--- config.mk ---
export PLATFORM = sky130hd
export DESIGN_NAME = mm_sequencer
export DESIGN_NICKNAME = d
export VERILOG_FILES = /design/src/hw/mm_cfg_pkg.sv /design/src/hw/mm_bus_pkg.sv /design/src/hw/mm_sequencer.sv
export SDC_FILE = /design/constraint.sdc
export NUM_CORES = 1
export LEC_CHECK = 0
export BUFFER_PORTS_ARGS = -buffer_cell sky130_fd_sc_hd__buf_2
export CORE_MARGIN = 2
export CORE_UTILIZATION = 53
export CTS_CLUSTER_DIAMETER = 200
export CTS_CLUSTER_SIZE = 24
export DETAILED_ROUTE_END_ITERATION = 8
export GPL_ROUTABILITY_DRIVEN = 0
export PLACE_DENSITY = 0.84
export RECOVER_POWER = 100
export SYNTH_ARGS = -nofsm -noshare
export SYNTH_HDL_FRONTEND = slang
export SYNTH_SLANG_ARGS = --single-unit
--- constraint.sdc ---
create_clock -name clk -period 1.6 [get_ports clk]
set_input_delay 0.24 -clock clk [delete_from_list [all_inputs] [get_ports clk]]
set_output_delay 0.24 -clock clk [all_outputs]
set_load 0.005 [all_outputs]
--- src/hw/mm_cfg_pkg.sv ---
package mm_cfg_pkg;

        //////////////////////////////
        // Matrix dimensions
        //////////////////////////////
        localparam int MAT_DIM   = 10;  // Square side length
        localparam int IDX_W     = 4;   // Row, column or inner index
        localparam int OPERAND_W = 16;
        localparam int RESULT_W  = 32;

        //////////////////////////////
        // Element and index types
        //////////////////////////////
        typedef logic [IDX_W-1:0] idx_t;
        typedef logic signed [OPERAND_W-1:0] operand_t;
        typedef logic signed [RESULT_W-1:0] result_t;

        // Highest valid index on any axis
        localparam idx_t IDX_LAST = idx_t'(MAT_DIM - 1);

endpackage
--- src/hw/mm_bus_pkg.sv ---
package mm_bus_pkg;

        // Element address, row-major
        typedef struct packed {
                mm_cfg_pkg::idx_t row;
                mm_cfg_pkg::idx_t col;
        } mat_addr_t;

        // Host operand load
        typedef struct packed {
                logic                 valid;
                logic                 sel_b;  // 0 = A, 1 = B
                mat_addr_t            addr;
                mm_cfg_pkg::operand_t data;
        } load_req_t;

        // Travels alongside each operand pair
        typedef struct packed {
                logic      valid;
                logic      first;  // Starts a dot product
                logic      last;   // Ends a dot product
                mat_addr_t dest;
        } mac_ctl_t;

        typedef struct packed {
                logic                valid;
                mat_addr_t           addr;
                mm_cfg_pkg::result_t data;
        } result_wr_t;

endpackage

--- src/hw/mm_sequencer.sv ---
`timescale 1ns/1ps

module mm_sequencer (
        input  logic                  clk,
        input  logic                  rst,
        input  logic                  start_i,
        output logic                  busy_o,
        output logic                  done_o,
        output mm_bus_pkg::mat_addr_t a_addr_o,
        output mm_bus_pkg::mat_addr_t b_addr_o,
        output mm_bus_pkg::mac_ctl_t  ctl_o,
        input  logic                  last_wr_i
);

        logic                 busy_q;
        logic                 done_q;
        logic                 issue_q;  // Walk still issuing steps
        logic                 start_ok;
        mm_cfg_pkg::idx_t     row_q;
        mm_cfg_pkg::idx_t     col_q;
        mm_cfg_pkg::idx_t     k_q;
        mm_bus_pkg::mat_addr_t a_addr_q;
        mm_bus_pkg::mat_addr_t b_addr_q;
        mm_bus_pkg::mac_ctl_t  ctl_pre_q;  // Aligned with address
        mm_bus_pkg::mac_ctl_t  ctl_q;      // Aligned with read data

        assign start_ok = start_i && !busy_q;

        //////////////////////////////
        // Run control
        //////////////////////////////
        always_ff @(posedge clk or posedge rst) begin
                if (rst) begin
                        busy_q <= 1'b0;
                        done_q <= 1'b0;
                end else if (start_ok) begin
                        busy_q <= 1'b1;
                        done_q <= 1'b0;
                end else if (last_wr_i) begin
                        busy_q <= 1'b0;
                        done_q <= 1'b1;  // Final element stored
                end
        end

        //////////////////////////////
        // Row, column, inner walk
        //////////////////////////////
        always_ff @(posedge clk or posedge rst) begin
                if (rst) begin
                        issue_q <= 1'b0;
                        row_q   <= '0;
                        col_q   <= '0;
                        k_q     <= '0;
                end else if (start_ok) begin
                        issue_q <= 1'b1;
                        row_q   <= '0;
                        col_q   <= '0;
                        k_q     <= '0;
                end else if (issue_q) begin
                        if (k_q == mm_cfg_pkg::IDX_LAST) begin
                                k_q <= '0;
                                if (col_q == mm_cfg_pkg::IDX_LAST) begin
                                        col_q <= '0;
                                        if (row_q == mm_cfg_pkg::IDX_LAST) issue_q <= 1'b0;
                                        else row_q <= row_q + 1'b1;
                                end else begin
                                        col_q <= col_q + 1'b1;
                                end
                        end else begin
                                k_q <= k_q + 1'b1;
                        end
                end
        end

        always_ff @(posedge clk) begin
                a_addr_q <= '{row: row_q, col: k_q};
                b_addr_q <= '{row: k_q, col: col_q};
        end

        always_ff @(posedge clk or posedge rst) begin
                if (rst) begin
                        ctl_pre_q <= '0;
                        ctl_q     <= '0;
                end else begin
                        ctl_pre_q.valid <= issue_q;
                        ctl_pre_q.first <= issue_q && (k_q == '0);
                        ctl_pre_q.last  <= issue_q && (k_q == mm_cfg_pkg::IDX_LAST);
                        ctl_pre_q.dest  <= '{row: row_q, col: col_q};
                        ctl_q           <= ctl_pre_q;  // Match RAM latency
                end
        end

        assign busy_o   = busy_q;
        assign done_o   = done_q;
        assign a_addr_o = a_addr_q;
        assign b_addr_o = b_addr_q;
        assign ctl_o    = ctl_q;

        a_start_ignored: assert property (@(posedge clk) disable iff (rst)
                start_i && busy_q && !last_wr_i |=> busy_q);
        a_idx_range: assert property (@(posedge clk) disable iff (rst)
                issue_q |-> (row_q <= mm_cfg_pkg::IDX_LAST) &&
                            (col_q <= mm_cfg_pkg::IDX_LAST) &&
                            (k_q <= mm_cfg_pkg::IDX_LAST));

endmodule

## Word level (Yosys, flattened, before mapping)

Index checks and enable logic that the tools add are counted.
W data, S select, Z words.

- $add $sub $neg: 3
- Eq/ne operators: 4
- Muxes and demuxes: 21
- Reductions and logical operators: 11

Operators by type and width:

| kind | number |
|---|---|
| $mux W4 | 12 |
| $add A4 B1 Y4 const B | 3 |
| $eq A4 B4 Y1 const B | 3 |
| $mux W1 | 9 |
| $reduce_bool A2 Y1 | 4 |
| $logic_not A4 Y1 | 1 |
| $reduce_and A4 Y1 | 1 |
| $logic_and A1 B1 Y1 | 3 |
| $ne A2 B2 Y1 const B | 1 |
| $reduce_and A2 Y1 | 1 |
| $logic_not A1 Y1 | 1 |

- Bits in registers: 49
- Input bits: 4
- Output and inout bits: 29
- Logic and storage cells: 58

## Logic depth before layout (Yosys ltp)

Gate-level depths: netlist (run 1).

- Word-level depth: 6
- Gate-level depth with buffers: 6
- Mapped depth without buffers: 6

## Worst setup path before layout (run 1)

Ideal clock, no wire load.

- Kind: reg2reg
- Start point: reg k_q[1]
- End point: reg row_q[3]
- Setup time: 0.078 ns
- Arrival: 1.420 ns
- Required time: 1.522 ns
- Setup slack: 0.102 ns
- Cell stages (with the launch flop): 6
- Path buffers: 0
- Period minus slack after synthesis: 1.498 ns
- Path through: dfrtp_1 -> inv_1 -> ha_1 -> nand4b_4 -> or4_1 -> a21oi_1

- Cells in the longest elaborated chain, start to end: 3

Ends and longest elaborated chain:

| what | RTL line | RTL |
|---|---|---|
| start, declared | mm_sequencer.sv:21 | `mm_cfg_pkg::idx_t k_q;` |
| start signal, assigned | mm_sequencer.sv:70 | `k_q <= k_q + 1'b1;` |
| $eq A4 B4 Y1 | mm_sequencer.sv:60 | `if (k_q == mm_cfg_pkg::IDX_LAST) begin` |
| $reduce_bool A2 Y1 (no source line) | -- |  |
| $reduce_and A4 Y1 (no source line) | -- |  |
| end signal, assigned | mm_sequencer.sv:65 | `else row_q <= row_q + 1'b1;` |
| end, declared | mm_sequencer.sv:19 | `mm_cfg_pkg::idx_t row_q;` |

Every way passes these cells.
A chain may end at the register's enable or synchronous reset.

## Worst setup path in the final report (run 1)

- Start point: reg col_q[0]
- End point: reg col_q[2]

- Cells in the longest elaborated chain, start to end: 5
- Elaborated cells between the ends (all ways): 6
- Those cells by class: add/sub: 1; eq/ne: 1; mux: 4

Ends and longest elaborated chain:

| what | RTL line | RTL |
|---|---|---|
| start, declared | mm_sequencer.sv:20 | `mm_cfg_pkg::idx_t col_q;` |
| start signal, assigned | mm_sequencer.sv:67 | `col_q <= col_q + 1'b1;` |
| $add A4 B1 Y4 or $eq A4 B4 Y1 (tied branches) | mm_sequencer.sv:67, mm_sequencer.sv:62 |  |
| $mux W4 * | mm_sequencer.sv:62 | `if (col_q == mm_cfg_pkg::IDX_LAST) begin` |
| $mux W4 * | mm_sequencer.sv:60 |  |
| $mux W4 * | mm_sequencer.sv:59 | `end else if (issue_q) begin` |
| $mux W4 * | mm_sequencer.sv:54 | `end else if (start_ok) begin` |

Every way passes the cells marked *; elsewhere a longest branch is shown, timed or not. The select of a mux whose other input is x is not followed.

==> results of run 1 <==
==> power breakdown <==
| group | switching [mW] | total (mW) | internal (mW) |
|---|---|---|---|
| clock network | 0.357 | 0.685 | 0.328 |
| logic | 0.217 | 0.432 | 0.215 |
| registers | 0.0803 | 1.43 | 1.35 |
| total | 0.654 | 2.55 | 1.90 |
==> through the flow <==
step	worst slack [ns]	instances	utilization, %
detailed placement	-0.0460	202	62.6
floorplan	0.102	126	-
CTS	0.00430	211	65.6
global placement	0.123	202	62.6
global route	-0.00344	214	66.8
finish	0.0507	214	66.8
==> repair_timing <==
| item | CTS | global route |
|---|---|---|
| resized for setup | 3 | 6 |
| pin swaps | 0 | 0 |
| hold endpoints to repair | 37 | 0 |
| endpoints found under the setup margin | 5 | 6 |
| setup buffers | 0 | 3 |
| hold buffers | 1 | 0 |
==> layout by cell type (no fill, tap or decap), types with 2 or more instances in the layout <==
cell type and n:
inv_2 2, a21oi_1 5, nand2b_1 4, a21oi_2 2, nand3b_1 3, nand2_1 8, clkbuf_4 5, dfrtp_1 36
nand3_1 3, clkbuf_1 2, ha_1 5, dfxtp_1 12, inv_1 7, buf_2 32, or4_1 2, o31ai_1 2
buf_4 8, mux2i_1 2, nor2_1 2, o21ai_0 5
==> routing by layer <==
metal	GRT usage (%)	part of all wire, %	vias to the layer above
met2	34.8	53	61
met3	5.76	7.5	11
met4	9.63	2.9	0
met5	0	0	-
met1	21.5	36	558
li1	-	-	513
==> cells by family (layout without fill, tap and decap cells) <==
| kind of cell | count (synthesis) | count (layout) | synth area share, % |
|---|---|---|---|
| DFF | 49 | 49 | 68.9 |
| xor gates and xnor gates | 1 | 1 | 0.518 |
| adders and majority gates | 7 | 7 | 5.18 |
| AOI/OAI and AO/OA | 19 | 19 | 6.73 |
| muxes | 2 | 2 | 1.18 |
| and+or+nand+nor | 33 | 33 | 13.0 |
| buffers and inverters | 15 | 59 | 4.44 |
==> flip-flops by register name, summed over array words and instances, names as in the netlist <==
register / cells
a_addr_o: 4
b_addr_o: 8
busy_o: 1
col_q: 4
ctl_o: 11
ctl_pre_q: 11
done_o: 1
issue_q: 1
k_q: 4
row_q: 4
==> cell type report <==
cell class                 instances  share of cell area, %
multi-input combinational         62                   23.2
clock inverter                     2                   1.72
tap                               44                   2.70
clock buffer                       6                   2.02
timing repair buffer              42                   11.5
inverter                           9                   1.66
sequential                        49                   57.2
==> worst max-delay path, delay by kind of cell, from the launching register on <==
kind | cells | cell delay [ns]
flops | 1 | 0.41
simple gates | 2 | 0.74
fa+ha+maj | 1 | 0.20
compound gates | 1 | 0.13
==> worst min path at each step <==
stage,startpoint,slack [ns],endpoint
after floorplan,ctl_pre_q[0],0.33,ctl_o[0]
after global placement,ctl_pre_q[0],0.33,ctl_o[0]
after detailed placement,ctl_pre_q[2],0.33,ctl_o[2]
after CTS,last_wr_i,0.04,busy_o
after global routing,last_wr_i,0.06,busy_o
final,last_wr_i,0.04,busy_o
==> run_results.csv, run 1 <==
group,metric,value,unit
floorplanning,die-height,60.5,µm
setup_path,crit_path_start,"col_q[0]",
timing,whs,0.0443,ns
clocking,cts_tree,"done",
final_layout,antennaDiodeCount,0,
final_layout,final_nets,180,
clocking,cts.sinks,49,
final_layout,seq_area,1170,µm²
timing,finalSetupTns,0,ns
yosys,netlist_area,1690,µm²
yosys,synth.yosys.seq_area_share,68.9,%
yosys,synth_area_leaders,"dfrtp_1, dfxtp_1, ha_1, buf_4, a21oi_1",
setup_path,arrival,1.84,ns
setup_path,setup.worst_path.end_class,"flop",
setup_path,critPathMaxFanout,6,
global_route,grt_overflow_total,0,
timing,fin_crit_sh,96.8,%
route,ant_nets,0,
floorplanning,ioPinCount,33,
setup_path,r2r_slack,0.05,ns
yosys,syn-num-nets,137,
floorplanning,core,3050,µm²
setup_path,critPathMaxStageDelay,0.50,ns
setup_path,setup.worst_path.class,"reg2reg",
final_layout,n_fill_cell,237,
timing,setup_viol_count_final,0,
yosys,syn_avg_cell_area,13.4,µm²
setup_path,r2r-start,"col_q[0]",
hold_path,hold_path.class,"in2reg",
global_route,grt_pass1_vias,1121,
route,num_vias,1143,
yosys,synth.largest_area_cell,"dfrtp_1",
flow_run,cap_violations,0,
timing,slew_viol_final,0,
setup_path,crit_path_top_delay_cell,"or4_1",
yosys,yosysUniqueCellTypes,33,
yosys,yosysMostFrequentCell,"dfrtp_1",
pwr,power,2.55,mW
timing,fmax,645,MHz
clocking,clk_pin_slew_worst_paths,0.13,ns
setup_path,r2r-end,"col_q[2]",
yosys,ys_ff_latch,49,
placed_design,place_hpwl,2.03,mm
floorplanning,rows,20,
yosys,ys.flop_type,"dfrtp_1",
setup_path,reg2reg_depth,4,
setup_path,critical_path_required,1.90,ns
timing,skew,0.0125,ns
floorplanning,die_w,60.5,µm
clocking,clock_path_buffers,2,
final_layout,synthToLayoutAreaGrowth,20.6,%
clocking,root_buffer,"clkbuf_4",
yosys,synthArstFlopShare,75.5,%
pwr,p_per_area,1250,nW/µm²
final_layout,multi_input_area,474,µm²
floorplanning,initial_core_util,55.4,%
placed_design,portBuffers,32,
final_layout,drive_above_1_share,35.3,%
route,dr.pass1.iters,5,
yosys,synth_top_area_share,54.7,%
timing,hold_viol,0,
global_route,grt_max_degree,38,
setup_path,endpoint,"col_q[2]",
yosys,yosys_warnings,0,
route,avgRoutedWirePerCell,14.5,µm
setup_path,path_cells,"ha_2 -> and3b_2 -> or4_1 -> a21oi_2",
global_route,track_usage,19.6,%
route,drc,0,
timing,worst_pin_slew,0.445,ns
yosys,synth_edf_count,0,
timing,fin_crit,1.55,ns
yosys,postSynthCellCount,126,
route,drt_wl_total,3.11,mm
route,post_drt_via_cell_ratio,5.34,
clocking,clkLatencyLatePin,0.37,ns
setup_path,start_kind,"flop",
timing,slew_headroom,70.3,%
pwr,p_leak,1.01,nW
clocking,htreeDepth,2,
clocking,cts_made_buffers,5,
yosys,synthTopCellsByCount,"dfrtp_1, dfxtp_1, inv_1",
hold_path,min_path_cells,2,
pwr,peakVddDrop,0.000586,V
final_layout,design_area,2040,µm²
run_status,status,"complete, no violations",
floorplanning,dieArea,3660,µm²
global_route,grt_pass1_wl,5.04,mm
global_route,antenna_found_initial,0,
placed_design,dpl-instance-area,1910,µm²
route,drt-initial-drc-count,46,
(Power assumes the default switching activity.)
==> run 2: changes to the inputs <==
==> constraint.sdc (replaced) <==
create_clock -name clk -period 1.6 [get_ports clk]
set_input_delay 0.4 -clock clk [delete_from_list [all_inputs] [get_ports clk]]
set_output_delay 0.4 -clock clk [all_outputs]
set_load 0.005 [all_outputs]
==> run_results.csv, run 2 (synthesis gave the netlist of run 1 again) <==
group,metric,value,unit
final_layout,antennaDiodeCount,0,
placed_design,place_hpwl,1.95,mm
setup_path,critPathMaxFanout,4,
run_status,status,"complete, no violations",
setup_path,path_cells,"ha_1 -> and3b_2 -> or4_1 -> a21oi_2",
setup_path,critPathMaxStageDelay,0.49,ns
placed_design,dp_cells,202,
final_layout,final_common_cell,"dfrtp_1",
floorplanning,initial_core_util,55.4,%
route,post_drt_via_cell_ratio,5.17,
final_layout,drive_above_1_share,24.4,%
timing,fin_crit,1.56,ns
route,drc,0,
floorplanning,rows,20,
setup_path,critical_path_required,1.89,ns
route,drt-initial-drc-count,63,
global_route,grt_overflow_total,0,
final_layout,final_nets,178,
pwr,p_per_area,1290,nW/µm²
final_layout,final_cells,212,
final_layout,utilization,65.9,%
placed_design,portBuffers,32,
global_route,grt_max_degree,38,
route,ant_nets,0,
clocking,cts_tree,"done",
setup_path,start_kind,"flop",
floorplanning,core,3050,µm²
setup_path,setup.worst_path.class,"reg2reg",
setup_path,setup.worst_path.end_class,"flop",
timing,fin_crit_sh,97.6,%
timing,slew_viol_final,0,
clocking,htreeDepth,2,
clocking,clkLatencyLatePin,0.35,ns
route,dr.pass1.iters,4,
setup_path,arrival,1.85,ns
clocking,clock_path_buffers,2,
timing,worst_pin_slew,0.871,ns
timing,finalSetupTns,0,ns
route,num_vias,1097,
flow_run,cap_violations,0,
floorplanning,dieArea,3660,µm²
pwr,peakVddDrop,0.000715,V
timing,setup_slack,0.0389,ns
timing,skew,0.00514,ns
final_layout,synthToLayoutAreaGrowth,18.9,%
timing,hold_viol,0,
final_layout,n_fill_cell,248,
timing,fmax,641,MHz
global_route,grt_pass1_wl,4.70,mm
global_route,grt_pass1_vias,1069,
final_layout,final_cell_mix,"dfrtp_1, clkbuf_1, buf_2, dfxtp_1, nand2_1",
global_route,track_usage,18.1,%
floorplanning,die_w,60.5,µm
clocking,cts_made_buffers,5,
floorplanning,ioPinCount,33,
floorplanning,die-height,60.5,µm
timing,setup_viol_count_final,0,
clocking,root_buffer,"clkbuf_4",
setup_path,crit_path_top_delay_cell,"or4_1",
clocking,clk_pin_slew_worst_paths,0.12,ns
timing,slew_headroom,41.9,%
global_route,antenna_found_initial,0,
route,avgRoutedWirePerCell,13.6,µm
placed_design,dp_slack,-0.00479,ns
clocking,cts.sinks,49,
pwr,p_leak,0.945,nW
route,drt_wl_total,2.89,mm
hold_path,hold_path.class,"in2reg",
==> run 2: per-stage QoR <==
| step | total power, mW | hold slack, ns | area, µm² |
|---|---|---|---|
| after floorplan | 1.71 | 0.331 | 1690 |
| after global placement | 1.84 | 0.332 | 1910 |
| after detailed placement | 1.86 | 0.336 | 1910 |
| after CTS | 2.61 | 0.139 | 2010 |
| after global routing | 2.74 | 0.218 | 2010 |
| final | 2.59 | 0.224 | 2010 |
==> run 2: layer usage <==
metal / wire length, µm / GRT usage [%] / vias to the layer above
li1: - / - / 509
met1: 1240 / 21.1 / 547
met2: 1450 / 29.7 / 36
met3: 147 / 6.18 / 5
met4: 55 / 9.94 / 0
met5: 0 / 0 / -
==> run 2: report_power, final <==
part | total, mW | switching, mW | leakage, nW | internal [mW]
Combinational | 0.427 | 0.215 | 0.312 | 0.212
Clock | 0.729 | 0.356 | 0.0455 | 0.373
Sequential | 1.44 | 0.0830 | 0.587 | 1.35
==> run 2: what timing repair did <==
action / 4_1_cts / 5_1_grt
endpoints found under the setup margin: 3 / 6
hold buffers: 0 / 0
resized for setup: 2 / 6
buffers inserted: 0 / 2
==> run 2: critical path: cells and delay by family, from the launching register on <==
kind	cells	cell delay, ns
and+or+nand+nor	2	0.72
DFF	1	0.41
adders and majority gates	1	0.23
AOI/OAI and AO/OA	1	0.14
==> run 2: final timing paths <==
path | slack (ns) | cells past startpoint | end | start
setup / recovery | 0.04 | 4 | col_q[2] | col_q[0]
hold / removal | 0.22 | 2 | busy_o | last_wr_i
setup reg to reg | 0.04 | 4 | col_q[2] | col_q[0]
hold reg to reg | 0.36 | 0 | ctl_o[2] | ctl_pre_q[2]
max in group asynchronous | 0.78 | 3 | ctl_pre_q[6] | rst
min in group asynchronous | 0.28 | 3 | ctl_o[7] | rst
==> run 2: cell type report <==
cell class / count / area [µm²] / share of cell area (%)
clock inverter: 1 / 30.0 / 1.49
multi-input combinational: 62 / 475 / 23.6
inverter: 9 / 33.8 / 1.68
sequential: 49 / 1170 / 58.0
tap: 44 / 55.1 / 2.74
timing repair buffer: 40 / 195 / 9.71
clock buffer: 7 / 55.1 / 2.74
