## src/hw/mm_cfg_pkg.sv

```systemverilog
package mm_cfg_pkg;

        //////////////////////////////
        // Matrix dimensions
        //////////////////////////////
        localparam int MAT_DIM   = 10;  // Square side length
        localparam int IDX_W     = 4;   // Row, column or inner index
        localparam int OPERAND_W = 16;
        localparam int RESULT_W  = 32;

        //////////////////////////////
        // Element and index types
        //////////////////////////////
        typedef logic [IDX_W-1:0] idx_t;
        typedef logic signed [OPERAND_W-1:0] operand_t;
        typedef logic signed [RESULT_W-1:0] result_t;

        // Highest valid index on any axis
        localparam idx_t IDX_LAST = idx_t'(MAT_DIM - 1);

endpackage
```

## src/hw/mm_bus_pkg.sv

```systemverilog
package mm_bus_pkg;

        // Element address, row-major
        typedef struct packed {
                mm_cfg_pkg::idx_t row;
                mm_cfg_pkg::idx_t col;
        } mat_addr_t;

        // Host operand load
        typedef struct packed {
                logic                 valid;
                logic                 sel_b;  // 0 = A, 1 = B
                mat_addr_t            addr;
                mm_cfg_pkg::operand_t data;
        } load_req_t;

        // Travels alongside each operand pair
        typedef struct packed {
                logic      valid;
                logic      first;  // Starts a dot product
                logic      last;   // Ends a dot product
                mat_addr_t dest;
        } mac_ctl_t;

        typedef struct packed {
                logic                valid;
                mat_addr_t           addr;
                mm_cfg_pkg::result_t data;
        } result_wr_t;

endpackage

```

## src/hw/mac_accumulator.sv

```systemverilog
`timescale 1ns/1ps

module mac_accumulator (
        input  logic                   clk,
        input  logic                   rst,
        input  mm_cfg_pkg::operand_t   a_i,
        input  mm_cfg_pkg::operand_t   b_i,
        input  mm_bus_pkg::mac_ctl_t   ctl_i,
        output mm_bus_pkg::result_wr_t wr_o,
        output logic                   last_wr_o
);

        mm_cfg_pkg::result_t   prod;
        mm_cfg_pkg::result_t   sum;
        mm_cfg_pkg::result_t   acc_q;
        logic                  wr_vld_q;
        logic                  last_wr_q;
        mm_bus_pkg::mat_addr_t wr_addr_q;
        mm_cfg_pkg::result_t   wr_data_q;
        logic                  at_final;

        //////////////////////////////
        // Multiply-accumulate
        //////////////////////////////
        assign prod = mm_cfg_pkg::result_t'(a_i) * mm_cfg_pkg::result_t'(b_i);
        assign sum  = ctl_i.first ? prod : acc_q + prod;  // Wraps at 32 bits

        assign at_final = (ctl_i.dest.row == mm_cfg_pkg::IDX_LAST) &&
                          (ctl_i.dest.col == mm_cfg_pkg::IDX_LAST);

        always_ff @(posedge clk) begin
                if (ctl_i.valid) acc_q <= sum;
        end

        // Result write
        always_ff @(posedge clk or posedge rst) begin
                if (rst) begin
                        wr_vld_q  <= 1'b0;
                        last_wr_q <= 1'b0;
                end else begin
                        wr_vld_q  <= ctl_i.valid && ctl_i.last;
                        last_wr_q <= ctl_i.valid && ctl_i.last && at_final;
                end
        end

        always_ff @(posedge clk) begin
                if (ctl_i.valid && ctl_i.last) begin
                        wr_addr_q <= ctl_i.dest;
                        wr_data_q <= sum;
                end
        end

        assign wr_o      = '{valid: wr_vld_q, addr: wr_addr_q, data: wr_data_q};
        assign last_wr_o = last_wr_q;

        a_ctl_needs_valid: assert property (@(posedge clk) disable iff (rst)
                (ctl_i.first || ctl_i.last) |-> ctl_i.valid);

endmodule

```

## config.mk

```make
export PLATFORM = sky130hd
export DESIGN_NAME = mac_accumulator
export DESIGN_NICKNAME = d
export VERILOG_FILES = /design/src/hw/mm_cfg_pkg.sv /design/src/hw/mm_bus_pkg.sv /design/src/hw/mac_accumulator.sv
export SDC_FILE = /design/constraint.sdc
export NUM_CORES = 1
export LEC_CHECK = 0
export ABC_CLOCK_PERIOD_IN_PS = 8360
export BUFFER_PORTS_ARGS = -buffer_cell sky130_fd_sc_hd__buf_2
export CORE_MARGIN = 2
export CORE_UTILIZATION = 53
export CTS_BUF_LIST = sky130_fd_sc_hd__clkbuf_2 sky130_fd_sc_hd__clkbuf_4 sky130_fd_sc_hd__clkbuf_8
export CTS_CLUSTER_DIAMETER = 200
export DETAILED_ROUTE_END_ITERATION = 7
export PLACE_DENSITY = 0.71
export SETUP_SLACK_MARGIN = 0.1
export SLEW_MARGIN = 20
export SYNTH_ARGS = -nofsm -noshare
export SYNTH_HDL_FRONTEND = slang
export SYNTH_SLANG_ARGS = --single-unit
```

## constraint.sdc

```tcl
create_clock -name clk -period 8.36 [get_ports clk]
set_clock_uncertainty 0.05 [all_clocks]
set_input_delay 0.836 -clock clk [delete_from_list [all_inputs] [get_ports clk]]
set_output_delay 0.836 -clock clk [all_outputs]
set_load 0.02 [all_outputs]
```

## Word level (Yosys, flattened, before mapping)

Index checks and enable logic that the tools add are counted.

- Bits in registers: 74
- Input port bits: 45
- Output and inout port bits: 42
- Word-level logic and storage cells: 14

- Add/subtract/negate cells: 1
- $mul: 1
- Eq/ne operators: 2
- Muxes and demuxes: 1
- Reduce and logical (&&, ||, !) cells: 3

Operators with widths:

| operator | number |
|---|---|
| adder 32 bit | 1 |
| multiplier 16 x 16 -> 32 bit | 1 |
| 2-to-1 mux 32 bit | 1 |
| == test 4 bit (second input constant) | 2 |
| logical AND 1 bit | 3 |

## Depth between registers and ports, before layout

Gate-level depths: netlist of run 1.

- Depth in word-level cells: 3
- Gate-level depth with buffers: 32
- Gate-level depth less buffers: 31

## Worst setup path before layout of run 1

Ideal clock, no wire load.

- Path type: input to register
- Start point: input b_i[1]
- End point: register acc_q[31], data pin
- Library setup time: 264 ps
- Arrival: 8080 ps
- Required time: 8046 ps
- Path slack: -34 ps
- Stages on the path: 28
- Path buffers: 1
- Cell sequence: clkbuf_1 -> nand2_1 -> fa_1 -> fa_1 -> fa_1 -> inv_1 -> fa_1 -> fa_1 -> inv_1 -> fa_1 -> inv_1 -> ha_1 -> a21oi_1 -> nand2_1 -> a211oi_1 -> a21oi_1 -> a2111oi_1 -> nor2_1 -> nor2_1 -> ha_1 -> a211o_1 -> o21bai_1 -> a221o_1 -> a22o_1 -> a211oi_2 -> nor4_1 -> o41a_1 -> xnor2_1

- Word-level cells in the longest chain between the ends: 3

RTL lines:

| element | RTL line | text |
|---|---|---|
| start: declaration | mac_accumulator.sv:7 | `input mm_cfg_pkg::operand_t b_i,` |
| multiplier 16 x 16 -> 32 bit * | mac_accumulator.sv:25 | `assign prod = mm_cfg_pkg::result_t'(a_i) * mm_cfg_pkg::result_t'(b_i);` |
| adder 32 bit | mac_accumulator.sv:26 | `assign sum = ctl_i.first ? prod : acc_q + prod;` |
| 2-to-1 mux 32 bit * | mac_accumulator.sv:26 |  |
| via sum[31] | mac_accumulator.sv:14 | `mm_cfg_pkg::result_t sum;` |
| end signal: assignment | mac_accumulator.sv:32 | `if (ctl_i.valid) acc_q <= sum;` |
| end: declaration | mac_accumulator.sv:15 | `mm_cfg_pkg::result_t acc_q;` |

The timed path passes the listed nets; every way through them passes the cells marked *.
A chain may end at the register's enable or synchronous reset.

## Worst setup path in the final report of run 1

- Start point: input b_i[4]
- End point: register wr_data_q[31], data pin

- Word-level cells in the longest chain between the ends: 3

RTL lines:

| element | RTL line | text |
|---|---|---|
| multiplier 16 x 16 -> 32 bit * | mac_accumulator.sv:25 |  |
| adder 32 bit | mac_accumulator.sv:26 |  |
| 2-to-1 mux 32 bit * | mac_accumulator.sv:26 |  |
| via sum[31] | mac_accumulator.sv:14 |  |
| end signal: assignment | mac_accumulator.sv:49 | `wr_data_q <= sum;` |
| end: declaration | mac_accumulator.sv:19 | `mm_cfg_pkg::result_t wr_data_q;` |

Marked as above.

==> results of run 1 <==
## worst max-delay path by stage
stage	startpoint	end	slack (ps)
final	b_i[4]	wr_data_q[31]	360
after global routing	b_i[4]	acc_q[30]	70
after CTS	b_i[4]	acc_q[31]	110
after detailed placement	b_i[4]	wr_data_q[31]	-300
after global placement	b_i[4]	wr_data_q[31]	-170
after floorplan	b_i[8]	acc_q[30]	110
## timing repair
action	in CTS	in global routing
gates resized for setup	3	38
buffers inserted	0	2
hold buffers	0	0
pin swaps	0	16
endpoints found under the setup margin	4	16
## stage by stage
| step | utilization | TNS [ps] | hold slack [ps] | std cells |
|---|---|---|---|---|
| global route | 0.6239 | 0 | 265.0 | 1989 |
| finish | 0.6239 | 0 | 271.0 | 1989 |
| CTS | 0.6151 | 0 | 251.2 | 1987 |
| detailed placement | 0.6046 | -1686 | 644.6 | 1971 |
| global placement | 0.6046 | -627.0 | 632.1 | 1971 |
| floorplan | - | 0 | 527.2 | 1464 |
## flip-flops by register name, indices dropped and copies added, names as in the netlist
name       count
wr_data_q     32
acc_q         32
wr_vld_q       1
last_wr_o      1
wr_o           8
## final cells by class
cell class / instances / share of cell area
well taps: 335 / 0.02578
repair buffers: 215 / 0.08666
clock buffers: 10 / 0.008081
inverters: 310 / 0.07157
multi-input cells: 1039 / 0.6639
flip-flops and latches: 74 / 0.1361
clock inverters: 6 / 0.007927
## layer usage
metal / vias up / wire, um
met3: 36 / 994
met4: 0 / 512
met5: - / 0
li1: 4959 / -
met1: 5390 / 12940
met2: 196 / 16810
## cell families after synthesis
group | synth area share
flops | 0.1569
mux | 0.009406
xor+xnor | 0.03168
buf+inv | 0.09423
simple gates | 0.1446
compound gates | 0.08776
fa+ha+maj | 0.4754
## synthesized netlist by cell type, types with 3 or more instances
master / number
o21a_1: 14
a21oi_1: 46
mux2_2: 8
and3_1: 6
edfxtp_1: 72
nor3_1: 13
nor2_1: 56
a211o_1: 4
a21o_1: 15
nor2b_1: 4
nand4_1: 3
or2_2: 4
o21ai_1: 10
clkbuf_1: 37
o31ai_1: 11
nand2b_1: 11
o211ai_1: 3
or3_1: 3
a211oi_1: 16
xor2_1: 15
nand2_1: 161
and4_1: 3
and2_1: 133
inv_1: 310
nand3_1: 6
o21ai_0: 28
o21bai_1: 4
o22ai_1: 3
ha_1: 115
xnor2_1: 36
fa_1: 263
==> results by group, run 1 <==
Timing
  – RSZ-0062 raised after global routing: no
  – Final period util: 0.9567
  – Slew Viols, Final: 0
  – Worst setup margin: 361.6 ps
  – Hold Violations, Final: 0
  – Setup-failing EPs final: 0
  – Worst slew margin: 0.3534
  – Crit path time final: roughly 8000 ps
  – Max Clk Rate: 125.0 MHz
  – Tightest Pin Transition: between 900 and 1000 ps

Clock tree
  – Clock Path Buffers: 2
  – CTS clock-pin slew for the worst setup and hold paths: 90 ps
  – Clock Sinks: 74
  – CTS tree: done
  – CTS root buffer: clkbuf_8
  – Clock buffer count from CTS: 9
  – Worst-skew pair later-pin latency: 360 ps
  – CTS H-tree depth: 3

Worst setup path
  – Worst R2R Path Depth: 10
  – R2r endpoint: acc_q[22]
  – R2R Setup Slk: 5060 ps
  – Most frequent CP cell: fa_1
  – Crit path DAT: 8060 ps
  – Critical path depth in cells: 29
  – Worst path top cell family by delay: adder cells
  – Reg2Reg Launch Point: acc_q[0]
  – Worst Path Buf+Inv: 5
  – CP max-delay cell: fa_1
  – Worst Path Required: 8420 ps
  – Worst-path maximum fanout: 13
  – Startpoint Class: input port
  – Max incr delay on CP: 530 ps
  – Crit. End Element: register
  – Worst setup path class: in -> reg

Synth
  – Post-synth top area cell: fa_1
  – Yosys cell types: 70
  – Ys Warns: 0
  – Flop and latch count out of synthesis: 74
  – Syn_area_per_cell: 9.632 um2
  – Syn_nets: 1887
  – Gate Count Post-Synth: 1464
  – Post-synthesis sequential area ratio: 0.1569
  – Async S/R FF share, synth: 0.02703
  – Yosys top cell area share: 0.3734
  – Mapped Area: 0.01410 mm2
  – Synth top area cells: fa_1 37%, edfxtp_1 15%, ha_1 10%
  – Most used DFF post-synth: edfxtp_1
  – Post-synth EDFFs: between 70 and 80

Route
  – WL per Instance: 15.71 um
  – Vias: 10.58k
  – Total wire length: between 30000 and 40000 um
  – Residual DRC: 0
  – DR pass1 iterations: 5
  – ANT nets after route: 0
  – Via density: 5.320
  – Initial drt markers: 536

Finish
  – Layout cell share with drive strength beyond 1: 0.1693
  – Most frequent cells in the layout: 310 x inv_1, 263 x fa_1, 161 x nand2_1
  – Diode count: 0
  – Final nets: 2072
  – Area grow syn2layout: 15.30%
  – Area of the multi-input gates: 0.01079 mm2
  – Post-route cell area: between 0.015 and 0.02 mm2
  – Commonest non-fill, non-tap cell in the layout: inv_1
  – Register area: between 0.002 and 0.0025 mm2
  – Layout filler cell count: 2223

Global route
  – Largest net degree at the start of global routing: 43
  – GR Layer Usage met1: 0.3034
  – GR met3 Demand/Resource: 0.02623
  – Antenna violations before repair: 0
  – Vias in the first global route: 10.96k
  – GR peak layer: met2
  – Congestion Overflow GR: 0
  – Global Route Usage Sum: 0.2327
  – First-pass GRT wire length: 52580 um
  – Met2 usage in global routing: 0.4226

Min path
  – Worst hold path class: in -> async

Placement
  – RD Place Congestion: 0.9093
  – Detailed placement HPWL: roughly 27000 um
  – IO buf count: 86
  – Placed cell areas: 0.01575 mm2
  – Pre-CTS WS: -297.6 ps

Die
  – I/O pin count: 87
  – Die extent in y: 167.1 um
  – Site Rows: 59
  – Starting Density: 0.5411
  – Die width: 167.1 um
  – Area of the core: 0.02606 mm2
  – Die ar.: approximately 0.028 mm2

Outcome
  – Status: finished, final reports clean

Job
  – Number of max-cap violations: 0
Power of run 1 is not shown: default switching activity piles up to over one toggle a cycle in this logic, so the estimate is an artifact.
==> run 2: changes to the inputs <==
--- a/config.mk
+++ b/config.mk
@@ -13,6 +13,7 @@
 export CTS_CLUSTER_DIAMETER = 200
 export DETAILED_ROUTE_END_ITERATION = 7
 export PLACE_DENSITY = 0.71
+export REMOVE_ABC_BUFFERS = 1
 export SETUP_SLACK_MARGIN = 0.1
 export SLEW_MARGIN = 20
 export SYNTH_ARGS = -nofsm -noshare
==> results by group, run 2 (synthesis results as in run 1) <==
Clock tree
  – Clock buffer count from CTS: 9
  – Clock Sinks: 74
  – CTS tree: done
  – CTS root buffer: clkbuf_8
  – Worst-skew pair later-pin latency: 360 ps
  – Post-CTS Hold Buffers: 0
  – Clock Path Buffers: 2
  – CTS H-tree depth: 3
  – CTS clock-pin slew for the worst setup and hold paths: 90 ps

Worst setup path
  – Worst-path maximum fanout: 6
  – Worst setup path class: in -> reg
  – Max incr delay on CP: approximately 550 ps
  – CP max-delay cell: fa_1
  – Crit. End Element: register
  – Most frequent CP cell: fa_1
  – Worst Path Required: 8430 ps
  – Startpoint Class: input port
  – Crit path DAT: about 8000 ps

Finish
  – Layout filler cell count: 2112
  – Commonest non-fill, non-tap cell in the layout: inv_1
  – Post-route insts no fill: 2020
  – Layout cell share with drive strength beyond 1: 0.2012
  – Post-route cell area: ~0.017 mm2
  – Diode count: 0
  – Area of the multi-input gates: 0.01095 mm2
  – Area grow syn2layout: 18.04%
  – Register area: approximately 0.0022 mm2
  – Most frequent cells in the layout: 307 x inv_1, 261 x fa_1, 158 x nand2_1
  – Final nets: 2103

Timing
  – Final period util: 0.9689
  – Crit path time final: 8100 ps
  – Tightest Pin Transition: between 900 and 1000 ps
  – Setup-failing EPs final: 0
  – Slew Viols, Final: 0
  – Setup TNS Final: 0 ps
  – Worst slew margin: 0.3433
  – Hold_ws: 254.7 ps
  – RSZ-0062 raised after global routing: yes
  – Hold Violations, Final: 0
  – Max Clk Rate: 123.5 MHz

Route
  – ANT nets after route: 0
  – Residual DRC: 0
  – Vias: 10.83k
  – Via density: around 5.4
  – DR pass1 iterations: 5
  – Initial drt markers: 488
  – Total wire length: 32290 um
  – WL per Instance: 15.98 um

Global route
  – Congestion Overflow GR: 0
  – Antenna violations before repair: 0
  – Largest net degree at the start of global routing: 43
  – First-pass GRT wire length: about 54000 um
  – Vias in the first global route: about 11k
  – Global Route Usage Sum: 0.2345

Die
  – Die ar.: 0.02793 mm2
  – I/O pin count: 87
  – Die extent in y: 167.1 um
  – Die width: 167.1 um
  – Site Rows: 59
  – Starting Density: 0.5411
  – Area of the core: 0.02606 mm2

Min path
  – Worst hold path class: in -> async

Job
  – Number of max-cap violations: 0

Placement
  – Cells after DPL: 1989
  – Detailed placement HPWL: 27010 um
  – RD Place Congestion: a little over 0.9
  – Placed cell areas: about 0.016 mm2
  – IO buf count: 86

Outcome
  – Status: finished, final reports clean
run 2: cell types whose count changed in the layout (fill, tap and decap cells not counted), moves of 3 or more:
cell       delta
ha_1          -4
and2_4        +3
buf_6        +11
nand2_1       -3
buf_4        +21
inv_1         -3
o21ai_2       +3
bufinv_16     -3
inv_6         +3
inv_2         +3
run 2: critical path: cells and delay by family:
kind | cells | cell delay [ps]
compound gates | 9 | 1950
xor+xnor | 2 | 280
fa+ha+maj | 8 | 3570
buf+inv | 8 | 730
simple gates | 5 | 780
run 2: final timing paths:
check	end	start	cells after the start	slack (ps)
setup / recovery	acc_q[31]	b_i[4]	32	260
hold / removal	last_wr_o	rst	2	250
setup reg to reg	wr_data_q[22]	acc_q[0]	10	5160
hold reg to reg	acc_q[0]	acc_q[0]	2	660
max in group asynchronous	wr_vld_q	rst	2	7900
min in group clk	wr_o[39]	ctl_i[7]	1	610
run 2: per-layer routing:
layer	global-route usage	share of wire
met3	0.02174	0.034
met5	0	0
met1	0.3053	0.41
met4	0.06259	0.026
met2	0.4215	0.53
run 2: repair_timing:
item,4_1_cts,5_1_grt
buffers inserted,1,14
endpoints found under the setup margin,4,12
gates cloned,0,0
pin swaps,4,51
resized for setup,7,90
run 2: area by class of cell:
| class | instances | area share |
|---|---|---|
| inverter | 310 | 0.06991 |
| timing repair buffer | 246 | 0.1019 |
| clock inverter | 6 | 0.004210 |
| sequential | 74 | 0.1329 |
| multi-input combinational | 1039 | 0.6577 |
| clock buffer | 10 | 0.008269 |
| tap | 335 | 0.02518 |
run 2: per-stage QoR:
stage | util | setup slack [ps]
global placement | 0.6092 | -322.7
CTS | 0.6187 | 101.5
finish | 0.6387 | 260.2
floorplan | - | 165.4
global route | 0.6387 | 22.87
detailed placement | 0.6092 | -503.5
Power of run 2 is left out for the same reason.
==> run 3: changes to the inputs <==
--- a/config.mk
+++ b/config.mk
@@ -8,11 +8,10 @@
 export ABC_CLOCK_PERIOD_IN_PS = 8360
 export BUFFER_PORTS_ARGS = -buffer_cell sky130_fd_sc_hd__buf_2
 export CORE_MARGIN = 2
-export CORE_UTILIZATION = 53
+export CORE_UTILIZATION = 40
 export CTS_BUF_LIST = sky130_fd_sc_hd__clkbuf_2 sky130_fd_sc_hd__clkbuf_4 sky130_fd_sc_hd__clkbuf_8
-export CTS_CLUSTER_DIAMETER = 200
+export CTS_CLUSTER_DIAMETER = 80
 export DETAILED_ROUTE_END_ITERATION = 7
-export PLACE_DENSITY = 0.71
 export REMOVE_ABC_BUFFERS = 1
 export SETUP_SLACK_MARGIN = 0.1
 export SLEW_MARGIN = 20
==> results by group, run 3 (synthesis results as in run 1) <==
Outcome
  – Status: finished, final reports clean

Clock tree
  – CTS H-tree depth: 3
  – CTS root buffer: clkbuf_8
  – CTS clock-pin slew for the worst setup and hold paths: approximately 80 ps
  – Worst-skew pair later-pin latency: 360 ps
  – Post-CTS Hold Buffers: 0
  – Clock buffer count from CTS: 9
  – Clock Sinks: 74
  – CTS tree: done
  – Clock Path Buffers: 2

Die
  – Die ar.: 0.03677 mm2
  – Area of the core: 0.03463 mm2
  – Site Rows: around 70
  – Starting Density: 0.4072
  – I/O pin count: 87
  – Die width: 191.8 um
  – Die extent in y: 191.8 um

Global route
  – Vias in the first global route: 11.60k
  – GR Layer Usage met1: 0.2537
  – Antenna violations before repair: 1
  – First-pass GRT wire length: 57300 um
  – Met2 usage in global routing: 0.3516
  – Largest net degree at the start of global routing: 43
  – Congestion Overflow GR: 0
  – GR peak layer: met2
  – GR met3 Demand/Resource: 0.02668
  – Global Route Usage Sum: 0.1964

Min path
  – Worst hold path class: in -> async

Timing
  – Crit path time final: 8032 ps
  – Worst slew margin: 0.4126
  – Tightest Pin Transition: slightly below 900 ps
  – RSZ-0062 raised after global routing: yes
  – Slew Viols, Final: 0
  – Max Clk Rate: about 120 MHz
  – Hold Violations, Final: 0
  – Setup-failing EPs final: 0
  – Final period util: 0.9607
  – Hold_ws: 254.2 ps

Worst setup path
  – Worst Path Buf+Inv: 7
  – Worst Path Required: 8420 ps
  – Worst-path maximum fanout: 5
  – Most frequent CP cell: fa_1
  – Crit. End Element: register
  – Crit path DAT: 8090 ps
  – Worst path top cell family by delay: adder cells
  – Worst setup path class: in -> reg
  – Worst setup path startpoint: b_i[3]
  – Max incr delay on CP: 590 ps
  – Reg2Reg Launch Point: acc_q[0]
  – CP max-delay cell: fa_2
  – Startpoint Class: input port

Finish
  – Layout cell share with drive strength beyond 1: 0.2197
  – Layout filler cell count: 3296
  – Diode count: 0
  – Final nets: between 2k and 2.5k
  – Commonest non-fill, non-tap cell in the layout: inv_1
  – Area grow syn2layout: 20.71%
  – Most frequent cells in the layout: 305 x inv_1, 257 x fa_1, 175 x buf_4

Route
  – WL per Instance: between 15 and 20 um
  – Initial drt markers: 395
  – Via density: roughly 5
  – Residual DRC: 0
  – DR pass1 iterations: 5
  – Vias: 10.77k
  – Total wire length: 34290 um
  – ANT nets after route: 0

Job
  – Number of max-cap violations: 0

Placement
  – Detailed placement HPWL: approximately 29000 um
  – RD Place Congestion: 0.8531
  – IO buf count: 86
-- run 3: final cells by class --
type | count | area (um2) | share of cell area
clock buffers | 9 | 123.9 | 0.007277
clock inverters | 6 | 65.06 | 0.003822
inverters | 310 | 1164 | 0.06836
multi-input cells | 1039 | 10990 | 0.6458
flip-flops and latches | 74 | 2212 | 0.1300
well taps | 455 | 569.3 | 0.03345
repair buffers | 269 | 1896 | 0.1114
-- run 3: what timing repair did --
action / 4_1_cts / 5_1_grt
resized for setup: 8 / 121
buffers inserted: 0 / 19
cloned: 0 / 0
pin swaps: 3 / 56
setup endpoints to repair: 4 / 26
-- run 3: final timing paths --
path / end / slack [ps] / cells past startpoint
min in group clk: wr_o[32] / 610 / 1
max in group asynchronous: last_wr_o / 7900 / 2
min: wr_vld_q / 250 / 2
min reg2reg: wr_data_q[0] / 650 / 2
max: acc_q[31] / 330 / 30
max reg2reg: acc_q[30] / 5170 / 10
-- run 3: worst register-to-register path, delay by kind of cell, from the launching register on --
family | cells | cell delay [ps]
compound gates | 6 | 1300
fa+ha+maj | 2 | 690
flops | 1 | 370
mux | 1 | 330
simple gates | 1 | 290
-- run 3: through the flow --
step,std cells,util,setup WS (ps),TNS [ps],instance area (um2)
6_report,2162,0.4915,328.5,0,17020
5_1_grt,2162,0.4915,-10.08,-20.10,17020
4_1_cts,2143,0.4735,100.8,0,16400
3_5_place_dp,2128,0.4669,-489.2,-3338,16170
3_3_place_gp,2128,0.4669,-374.5,-2353,16170
2_1_floorplan,1423,-,165.4,0,13940
-- run 3: per-layer routing --
layer / wire, um / vias to the layer above
li1: - / 5063
met1: 14810 / 5496
met2: 17580 / 176
met3: 1342 / 36
met4: 563 / 0
met5: 0 / -
Power of run 3 is left out for the same reason.
